===== config.mk =====
export PLATFORM = sky130hd
export DESIGN_NAME = dns_guard_top
export DESIGN_NICKNAME = d
export VERILOG_FILES = /design/src/hw/dns_guard_pkg.sv /design/src/hw/db_req_arbiter.sv /design/src/hw/dns_guard_top.sv /design/src/hw/dns_resp_parser.sv /design/src/hw/drop_delay_line.sv /design/src/hw/icmp_unreach_parser.sv
export SDC_FILE = /design/constraint.sdc
export NUM_CORES = 1
export LEC_CHECK = 0
export BUFFER_PORTS_ARGS = -buffer_cell sky130_fd_sc_hd__buf_2
export CORE_MARGIN = 10
export CORE_UTILIZATION = 35
export DETAILED_ROUTE_END_ITERATION = 8
export PLACE_DENSITY = 0.52
export SLEW_MARGIN = 20
export SYNTH_ARGS = -nofsm -noshare
export SYNTH_HDL_FRONTEND = slang
export SYNTH_SLANG_ARGS = --single-unit

===== constraint.sdc =====
create_clock -name clk156 -period 6.2 [get_ports clk156]
set_clock_uncertainty 0.1 [all_clocks]
set_input_delay 1.24 -clock clk156 [delete_from_list [all_inputs] [get_ports clk156]]
set_output_delay 1.24 -clock clk156 [all_outputs]
set_load 0.05 [all_outputs]

===== src/hw/dns_guard_pkg.sv =====
// protocol constants, database op enum, beat, key, request and reply structs
`default_nettype none

package dns_guard_pkg;

	// ethernet and ip protocol numbers
	localparam logic [15:0] eth_type_ipv4 = 16'h0800;
	localparam logic [7:0]  ip_proto_udp  = 8'h11;
	localparam logic [7:0]  ip_proto_icmp = 8'h01;

	// icmp destination unreachable and the codes we act on
	localparam logic [7:0] icmp_dest_unreach      = 8'h03;
	localparam logic [7:0] icmp_code_port_unreach = 8'h03;
	localparam logic [7:0] icmp_code_admin_prohib = 8'h0a;

	// dns server ports, the debug one is for lab setups
	localparam logic [15:0] dns_std_port   = 16'd53;
	localparam logic [15:0] dns_debug_port = 16'd12345;

	// one 64-bit stream beat, frame byte 8k+j in lane j
	typedef struct packed {
		logic        tvalid;
		logic [63:0] tdata;
		logic [7:0]  tkeep;
		logic        tlast;
	} beat_t;

	typedef logic [9:0] beat_idx_t;

	// flow database opcodes
	typedef enum logic [3:0] {
		OP_NONE   = 4'b0000,
		OP_LOOKUP = 4'b0011,
		OP_INSERT = 4'b0101
	} db_op_e;

	// flow key, reserved field stays zero
	typedef struct packed {
		logic [31:0] src_ip;
		logic [31:0] dst_ip;
		logic [15:0] dst_port;
		logic [15:0] rsvd;
	} lookup_key_t;

	typedef struct packed {
		db_op_e      op;
		lookup_key_t key;
	} lookup_req_t;

	// database reply, flag[2:1] carries the verdict
	typedef struct packed {
		logic       valid;
		logic [3:0] flag;
	} db_reply_t;

	localparam logic [1:0] verdict_block = 2'b10;

endpackage

`default_nettype wire


===== src/hw/db_req_arbiter.sv =====
// registered merge of the two parser requests onto the database port, port 0 first
`default_nettype none

module db_req_arbiter (
	input  wire logic                         clk156,
	input  wire logic                         eth_rst,
	input  wire logic                         fire0,
	input  wire logic                         fire1,
	input  wire dns_guard_pkg::lookup_req_t   req0,
	input  wire dns_guard_pkg::lookup_req_t   req1,
	output logic                              db_req_valid,
	output dns_guard_pkg::lookup_req_t        db_req
);
	import dns_guard_pkg::*;

	lookup_req_t win_req;

	// port 1 loses when both fire together
	assign win_req = fire0 ? req0 : req1;

	always_ff @(posedge clk156) begin
		if (eth_rst) begin
			db_req_valid <= 1'b0;
		end else begin
			db_req_valid <= fire0 || fire1;
		end
	end

	// request payload only moves on a fire
	always_ff @(posedge clk156) begin
		if (fire0 || fire1) begin
			db_req <= win_req;
		end
	end

endmodule

`default_nettype wire


===== src/hw/dns_guard_top.sv =====
// top level: two parsers, request arbiter and port 0 delay line
`default_nettype none

module dns_guard_top #(
	parameter logic [15:0] dns_port     = dns_guard_pkg::dns_std_port,
	parameter int unsigned delay_stages = 12
) (
	input  wire logic                         clk156,
	input  wire logic                         eth_rst,
	input  wire dns_guard_pkg::beat_t         rx0,
	input  wire dns_guard_pkg::beat_t         rx1,
	input  wire dns_guard_pkg::db_reply_t     db_reply,
	output logic                              db_req_valid,
	output dns_guard_pkg::lookup_req_t        db_req,
	output dns_guard_pkg::beat_t              tx
);
	import dns_guard_pkg::*;

	logic        fire0;
	logic        fire1;
	lookup_req_t req0;
	lookup_req_t req1;

	// network side, dns responses
	dns_resp_parser #(
		.dns_port (dns_port)
	) dns_resp_parser_i (
		.clk156  (clk156),
		.eth_rst (eth_rst),
		.rx      (rx0),
		.fire    (fire0),
		.req     (req0)
	);

	// icmp unreachable feedback
	icmp_unreach_parser #(
		.dns_port (dns_port)
	) icmp_unreach_parser_i (
		.clk156  (clk156),
		.eth_rst (eth_rst),
		.rx      (rx1),
		.fire    (fire1),
		.req     (req1)
	);

	db_req_arbiter db_req_arbiter_i (
		.clk156       (clk156),
		.eth_rst      (eth_rst),
		.fire0        (fire0),
		.fire1        (fire1),
		.req0         (req0),
		.req1         (req1),
		.db_req_valid (db_req_valid),
		.db_req       (db_req)
	);

	// port 0 waits here for the database verdict
	drop_delay_line #(
		.delay_stages (delay_stages)
	) drop_delay_line_i (
		.clk156   (clk156),
		.eth_rst  (eth_rst),
		.rx       (rx0),
		.db_reply (db_reply),
		.tx       (tx)
	);

endmodule

`default_nettype wire


===== src/hw/dns_resp_parser.sv =====
// port 0 parser: beat index, header capture, dns server response detect, lookup request
`default_nettype none

module dns_resp_parser #(
	parameter logic [15:0] dns_port = dns_guard_pkg::dns_std_port
) (
	input  wire logic                         clk156,
	input  wire logic                         eth_rst,
	input  wire dns_guard_pkg::beat_t         rx,
	output logic                              fire,
	output dns_guard_pkg::lookup_req_t        req
);
	import dns_guard_pkg::*;

	beat_idx_t   idx;
	logic [15:0] eth_type;
	logic [7:0]  ip_proto;
	logic [31:0] src_ip;
	logic [31:0] dst_ip;
	logic [15:0] src_port;
	logic [15:0] dst_port;
	logic        dns_qr;
	logic        server_frame;

	// ipv4/udp sent from the dns server port
	assign server_frame = (eth_type == eth_type_ipv4) && (ip_proto == ip_proto_udp) &&
		(src_port == dns_port);

	// beat position, back to 0 after tlast
	always_ff @(posedge clk156) begin
		if (eth_rst) begin
			idx <= '0;
		end else if (rx.tvalid) begin
			if (rx.tlast) begin
				idx <= '0;
			end else begin
				idx <= idx + 1'b1;
			end
		end
	end

	// header fields, big endian across byte lanes
	always_ff @(posedge clk156) begin
		if (rx.tvalid) begin
			case (idx)
				10'd0: begin
					eth_type <= '0;
					ip_proto <= '0;
					src_ip   <= '0;
					dst_ip   <= '0;
					src_port <= '0;
					dst_port <= '0;
					dns_qr   <= 1'b0;
				end
				10'd1: eth_type <= {rx.tdata[39:32], rx.tdata[47:40]};
				10'd2: ip_proto <= rx.tdata[63:56];
				10'd3: begin
					src_ip <= {rx.tdata[23:16], rx.tdata[31:24],
						rx.tdata[39:32], rx.tdata[47:40]};
					dst_ip[31:16] <= {rx.tdata[55:48], rx.tdata[63:56]};
				end
				10'd4: begin
					dst_ip[15:0] <= {rx.tdata[7:0], rx.tdata[15:8]};
					// udp ports only make sense for ipv4/udp
					if (eth_type == eth_type_ipv4 && ip_proto == ip_proto_udp) begin
						src_port <= {rx.tdata[23:16], rx.tdata[31:24]};
						dst_port <= {rx.tdata[39:32], rx.tdata[47:40]};
					end
				end
				// qr is the top bit of frame byte 44
				10'd5: dns_qr <= rx.tdata[39];
				default: ;
			endcase
		end
	end

	assign fire = rx.tvalid && (idx == 10'd7) && server_frame;

	// responses get a lookup, queries go out as op none
	always_comb begin
		req.op           = dns_qr ? OP_LOOKUP : OP_NONE;
		req.key.src_ip   = src_ip;
		req.key.dst_ip   = dst_ip;
		req.key.dst_port = dst_port;
		req.key.rsvd     = '0;
	end

endmodule

`default_nettype wire


===== src/hw/drop_delay_line.sv =====
// port 0 delay pipeline with block latch that erases beats on a block verdict
`default_nettype none

module drop_delay_line #(
	parameter int unsigned delay_stages = 12
) (
	input  wire logic                         clk156,
	input  wire logic                         eth_rst,
	input  wire dns_guard_pkg::beat_t         rx,
	input  wire dns_guard_pkg::db_reply_t     db_reply,
	output dns_guard_pkg::beat_t              tx
);
	import dns_guard_pkg::*;

	beat_t stage [delay_stages];
	logic  in_frame;
	logic  sof;
	logic  block_reply;
	logic  block_latch;
	logic  block;

	assign block_reply = db_reply.valid && (db_reply.flag[2:1] == verdict_block);
	assign block       = block_reply || block_latch;

	// frame start seen on our own input
	assign sof = rx.tvalid && !in_frame;

	always_ff @(posedge clk156) begin
		if (eth_rst) begin
			in_frame <= 1'b0;
		end else if (rx.tvalid) begin
			in_frame <= !rx.tlast;
		end
	end

	// block holds until the next frame starts
	always_ff @(posedge clk156) begin
		if (eth_rst) begin
			block_latch <= 1'b0;
		end else if (sof) begin
			block_latch <= 1'b0;
		end else if (block_reply) begin
			block_latch <= 1'b1;
		end
	end

	// stage 0 always loads, the rest are wiped while blocking
	always_ff @(posedge clk156) begin
		if (eth_rst) begin
			for (int i = 0; i < delay_stages; i++) begin
				stage[i] <= '0;
			end
		end else begin
			stage[0] <= rx;
			for (int i = 1; i < delay_stages; i++) begin
				stage[i] <= block ? '0 : stage[i-1];
			end
		end
	end

	assign tx = stage[delay_stages-1];

endmodule

`default_nettype wire


===== src/hw/icmp_unreach_parser.sv =====
// port 1 parser: beat index, icmp unreachable check, quoted ip/udp capture, insert request
`default_nettype none

module icmp_unreach_parser #(
	parameter logic [15:0] dns_port = dns_guard_pkg::dns_std_port
) (
	input  wire logic                         clk156,
	input  wire logic                         eth_rst,
	input  wire dns_guard_pkg::beat_t         rx,
	output logic                              fire,
	output dns_guard_pkg::lookup_req_t        req
);
	import dns_guard_pkg::*;

	beat_idx_t   idx;
	logic [15:0] eth_type;
	logic [7:0]  ip_proto;
	logic [7:0]  icmp_type;
	logic [7:0]  icmp_code;
	logic [31:0] q_src_ip;
	logic [31:0] q_dst_ip;
	logic [15:0] q_src_port;
	logic [15:0] q_dst_port;
	logic        unreach_frame;
	logic        code_ok;

	assign code_ok = (icmp_code == icmp_code_port_unreach) ||
		(icmp_code == icmp_code_admin_prohib);

	assign unreach_frame = (eth_type == eth_type_ipv4) && (ip_proto == ip_proto_icmp) &&
		(icmp_type == icmp_dest_unreach) && code_ok;

	// beat position, back to 0 after tlast
	always_ff @(posedge clk156) begin
		if (eth_rst) begin
			idx <= '0;
		end else if (rx.tvalid) begin
			if (rx.tlast) begin
				idx <= '0;
			end else begin
				idx <= idx + 1'b1;
			end
		end
	end

	// outer headers and the quoted ip/udp header
	always_ff @(posedge clk156) begin
		if (rx.tvalid) begin
			case (idx)
				10'd0: begin
					eth_type   <= '0;
					ip_proto   <= '0;
					icmp_type  <= '0;
					icmp_code  <= '0;
					q_src_ip   <= '0;
					q_dst_ip   <= '0;
					q_src_port <= '0;
					q_dst_port <= '0;
				end
				10'd1: eth_type <= {rx.tdata[39:32], rx.tdata[47:40]};
				10'd2: ip_proto <= rx.tdata[63:56];
				// icmp type and code in bytes 34, 35
				10'd4: begin
					icmp_type <= rx.tdata[23:16];
					icmp_code <= rx.tdata[31:24];
				end
				// quoted source ip straddles beats 6 and 7
				10'd6: q_src_ip[31:16] <= {rx.tdata[55:48], rx.tdata[63:56]};
				10'd7: begin
					q_src_ip[15:0] <= {rx.tdata[7:0], rx.tdata[15:8]};
					q_dst_ip <= {rx.tdata[23:16], rx.tdata[31:24],
						rx.tdata[39:32], rx.tdata[47:40]};
					q_src_port <= {rx.tdata[55:48], rx.tdata[63:56]};
				end
				10'd8: q_dst_port <= {rx.tdata[7:0], rx.tdata[15:8]};
				default: ;
			endcase
		end
	end

	// quoted packet was a reply from the dns server port
	assign fire = rx.tvalid && (idx == 10'd11) && unreach_frame &&
		(q_src_port == dns_port);

	always_comb begin
		req.op           = OP_INSERT;
		req.key.src_ip   = q_src_ip;
		req.key.dst_ip   = q_dst_ip;
		req.key.dst_port = q_dst_port;
		req.key.rsvd     = '0;
	end

endmodule

`default_nettype wire


==> impl_metrics.tcl <==
set metrics [dict create \
    track_usage_pct 11.92 \
    finalSetupViolCount 0 \
    endpoint_kind "flop" \
    dp_hpwl_mm 48.97 \
    fin_area_um2 45880 \
    synth_seq_cells 1251 \
    tightestPinTransition_ps 1059 \
    first_pass_iters 5 \
    yosysSeqAreaShare_pct 72.94 \
    io_buffers 302 \
    syn_inst 2905 \
    fin_crit_ps 4157 \
    num_io_pins 330 \
    ant_nets 0 \
    place.gp.congestion 0.8055 \
    die_h_um 353.8 \
    num-fill-cells 10429 \
    synth_flop_cell "dfxtp_1" \
    initial_core_util_pct 35.24 \
    synth-edff-count 340 \
    slew_headroom_pct 29.38 \
    hold_buffers 0 \
    fin_ws_ps 2043 \
    cts_root_buf "clkbuf_16" \
    area_delta_synth_final_pct 17.64 \
    drt_wl_total_mm 76.20 \
    synth-async-reset-ratio_pct 0 \
    multi_input_area_um2 9325 \
    cts_made_buffers 134 \
    cp_common_cell "buf_4" \
    syn-cell-area_um2 39000 \
    crit_type "flop to flop" \
    crit_chain "or4_1 -> nor4_2 -> and2_2 -> buf_4 -> nand3_4 -> buf_4 -> mux2_2" \
    yosys_warnings 0 \
    stdcell_count 4741 \
    clk_pin_slew_ps 60 \
    fin_util_pct 41.46 \
    peakVddDrop_mv 0.2339 \
    use_met1_pct 15.94 \
    grt_pass1_vias 18705 \
    cpPeakStageDelay_ps 590 \
    finalNetCount 3303 \
    seq_area_um2 28450 \
    drcViolationCount 0 \
    antenna_found_initial 21 \
    rsz0062_at_grt "no" \
    setup_tns_ps 0 \
    grt_busiest_layer "met2" \
    hold_path_class "flop to flop" \
    critical_path_required_ps 6560 \
    clkLatencyLatePin_ps 720 \
    cts_resized 0 \
    power_leakage_nw 19.03 \
    fp-row-count 122 \
    grt_max_degree 177 \
    cts.path.max_buffers 3 \
    clock-sinks 1251 \
    crit_fanout 46 \
    cp-start-kind "flop" \
    status "complete, no violations" \
    vias 18881 \
    fp.dieW_um 353.8 \
    critPathArrivalTime_ps 4510 \
    max_freq_ghz 0.2406 \
    grt_overflow_total 0 \
    layout-drive-gt1-share_pct 19.59 \
    power_density_nw_per_um2 368.6 \
    total_power_mw 16.91 \
    critical-path-top-delay-family "simple AND/OR/NAND/NOR gates" \
    h-tree-depth 4 \
    drt_iter0_markers 1247 \
    syn_area_per_cell_um2 13.43 \
    finalMaxSlewViolations 0 \
    placedCellCount 4492 \
    grtUsageMet2_pct 17.75 \
    slowest_stage "nand3_4" \
    dp_slack_ps 1959 \
    placed_cell_area_um2 41400 \
    cts_tree "built" \
    wl_per_cell_um 16.07 \
    core_um2 110700 \
    vias_per_cell 3.982 \
    maxCapViolations 0 \
    finalHoldViolations 0 \
    grt_use_met3_pct 4.130 \
    min_period_over_period_pct 67.05 \
    synthDistinctLibCells 48 \
    postCtsSetupBuffers 0 \
    timing.hold.ws_ps 309.9 \
    critPathBufInv 2 \
    die-area_um2 125200 \
    grt_pass1_wl_mm 115.3 \
]
==> cell usage after synthesis (10+ instances only) <==
cell type	number	area [um^2]
and2_1	927	5799
dfxtp_1	911	18240
edfxtp_1	340	10210
and3_1	153	957.2
clkbuf_1	143	536.8
buf_4	92	690.7
nor2b_1	77	481.7
mux2_2	73	822.0
nor2_1	33	123.9
nand2_1	16	60.06
a21oi_1	13	65.06
nor4_1	13	81.33
nand4_1	10	62.56
nor3_1	10	50.05
==> final timing paths <==
check                                   from                         endpoint  slack, ps  cells past startpoint
max reg2reg         dns_resp_parser_i.idx[5]      db_req_arbiter_i.db_req[53]       2040                      7
min          drop_delay_line_i.stage[0][645]  drop_delay_line_i.stage[0][719]        310                      1
max                 dns_resp_parser_i.idx[5]      db_req_arbiter_i.db_req[53]       2040                      7
min reg2reg  drop_delay_line_i.stage[0][645]  drop_delay_line_i.stage[0][719]        310                      1
==> cell type report <==
cell class,count,area share [%]
tap,1488,4.058
timing repair buffer,327,3.818
clock inverter,54,1.434
inverter,8,0.06545
sequential,1251,62.00
antenna,16,0.08727
multi-input combinational,1418,20.33
clock buffer,179,8.209
==> worst register-to-register path: cells and delay by family, from the launching register on <==
kind	cells	cell delay, ps
buffers and inverters	2	1020
DFF	1	370
muxes	1	460
and+or+nand+nor	4	1930
==> cells by family after synthesis <==
family,synth area share (%)
AOI/OAI and AO/OA,0.4492
adders and majority gates,0.2567
other,0.009615
DFF,72.94
muxes,2.429
and+or+nand+nor,20.25
buffers and inverters,3.465
xor gates and xnor gates,0.2021
==> placed cells by master (no fill, tap or decap), types with 3 or more instances in the layout <==
cell type	netlist	layout
mux2_2	73	73
clkbuf_8	0	19
mux2_4	7	7
o211a_1	3	3
ha_1	8	6
dfxtp_1	911	911
inv_6	0	5
nand4_1	10	10
clkinv_1	0	6
nor3_1	10	7
clkinv_8	0	3
inv_1	8	8
xor2_1	4	4
or4_1	3	3
and3_1	153	152
clkbuf_4	0	3
buf_12	0	4
clkinv_16	0	3
nor2_1	33	32
buf_4	92	22
o21ai_0	8	8
clkbuf_1	143	21
nor2b_1	77	74
nand3_1	6	6
buf_2	0	301
edfxtp_1	340	340
diode_2	0	16
conb_1	1	17
nand2_1	16	15
clkbuf_16	0	136
bufinv_16	0	9
xnor2_1	5	5
nor4b_1	6	6
and2_1	927	926
clkinv_2	0	22
a21oi_1	13	13
nor4_1	13	13
==> per-layer routing <==
| metal | vias to the layer above | wire length, um |
|---|---|---|
| met5 | - | 126 |
| met4 | 22 | 1816 |
| met3 | 157 | 5582 |
| met2 | 473 | 33100 |
| met1 | 8408 | 35570 |
| li1 | 9821 | - |
==> flip-flops by register name (all words and copies together) (netlist names), 16 cells and up <==
register / cells
drop_delay_line_i.stage: 888
db_req_arbiter_i.db_req: 83
dns_resp_parser_i.dst_ip: 32
dns_resp_parser_i.src_ip: 32
icmp_unreach_parser_i.q_dst_ip: 32
icmp_unreach_parser_i.q_src_ip: 32
dns_resp_parser_i.dst_port: 16
dns_resp_parser_i.eth_type: 16
dns_resp_parser_i.src_port: 16
icmp_unreach_parser_i.eth_type: 16
icmp_unreach_parser_i.q_dst_port: 16
icmp_unreach_parser_i.q_src_port: 16
==> power by group <==
| group | internal [mW] | switching (mW) | total (mW) | leakage (nW) |
|---|---|---|---|---|
| Clock | 4.67 | 3.19 | 7.86 | 2.18 |
| Sequential | 8.57 | 0.0469 | 8.62 | 10.7 |
| Combinational | 0.128 | 0.306 | 0.435 | 6.13 |
Power figures use the tool's default switching activity.
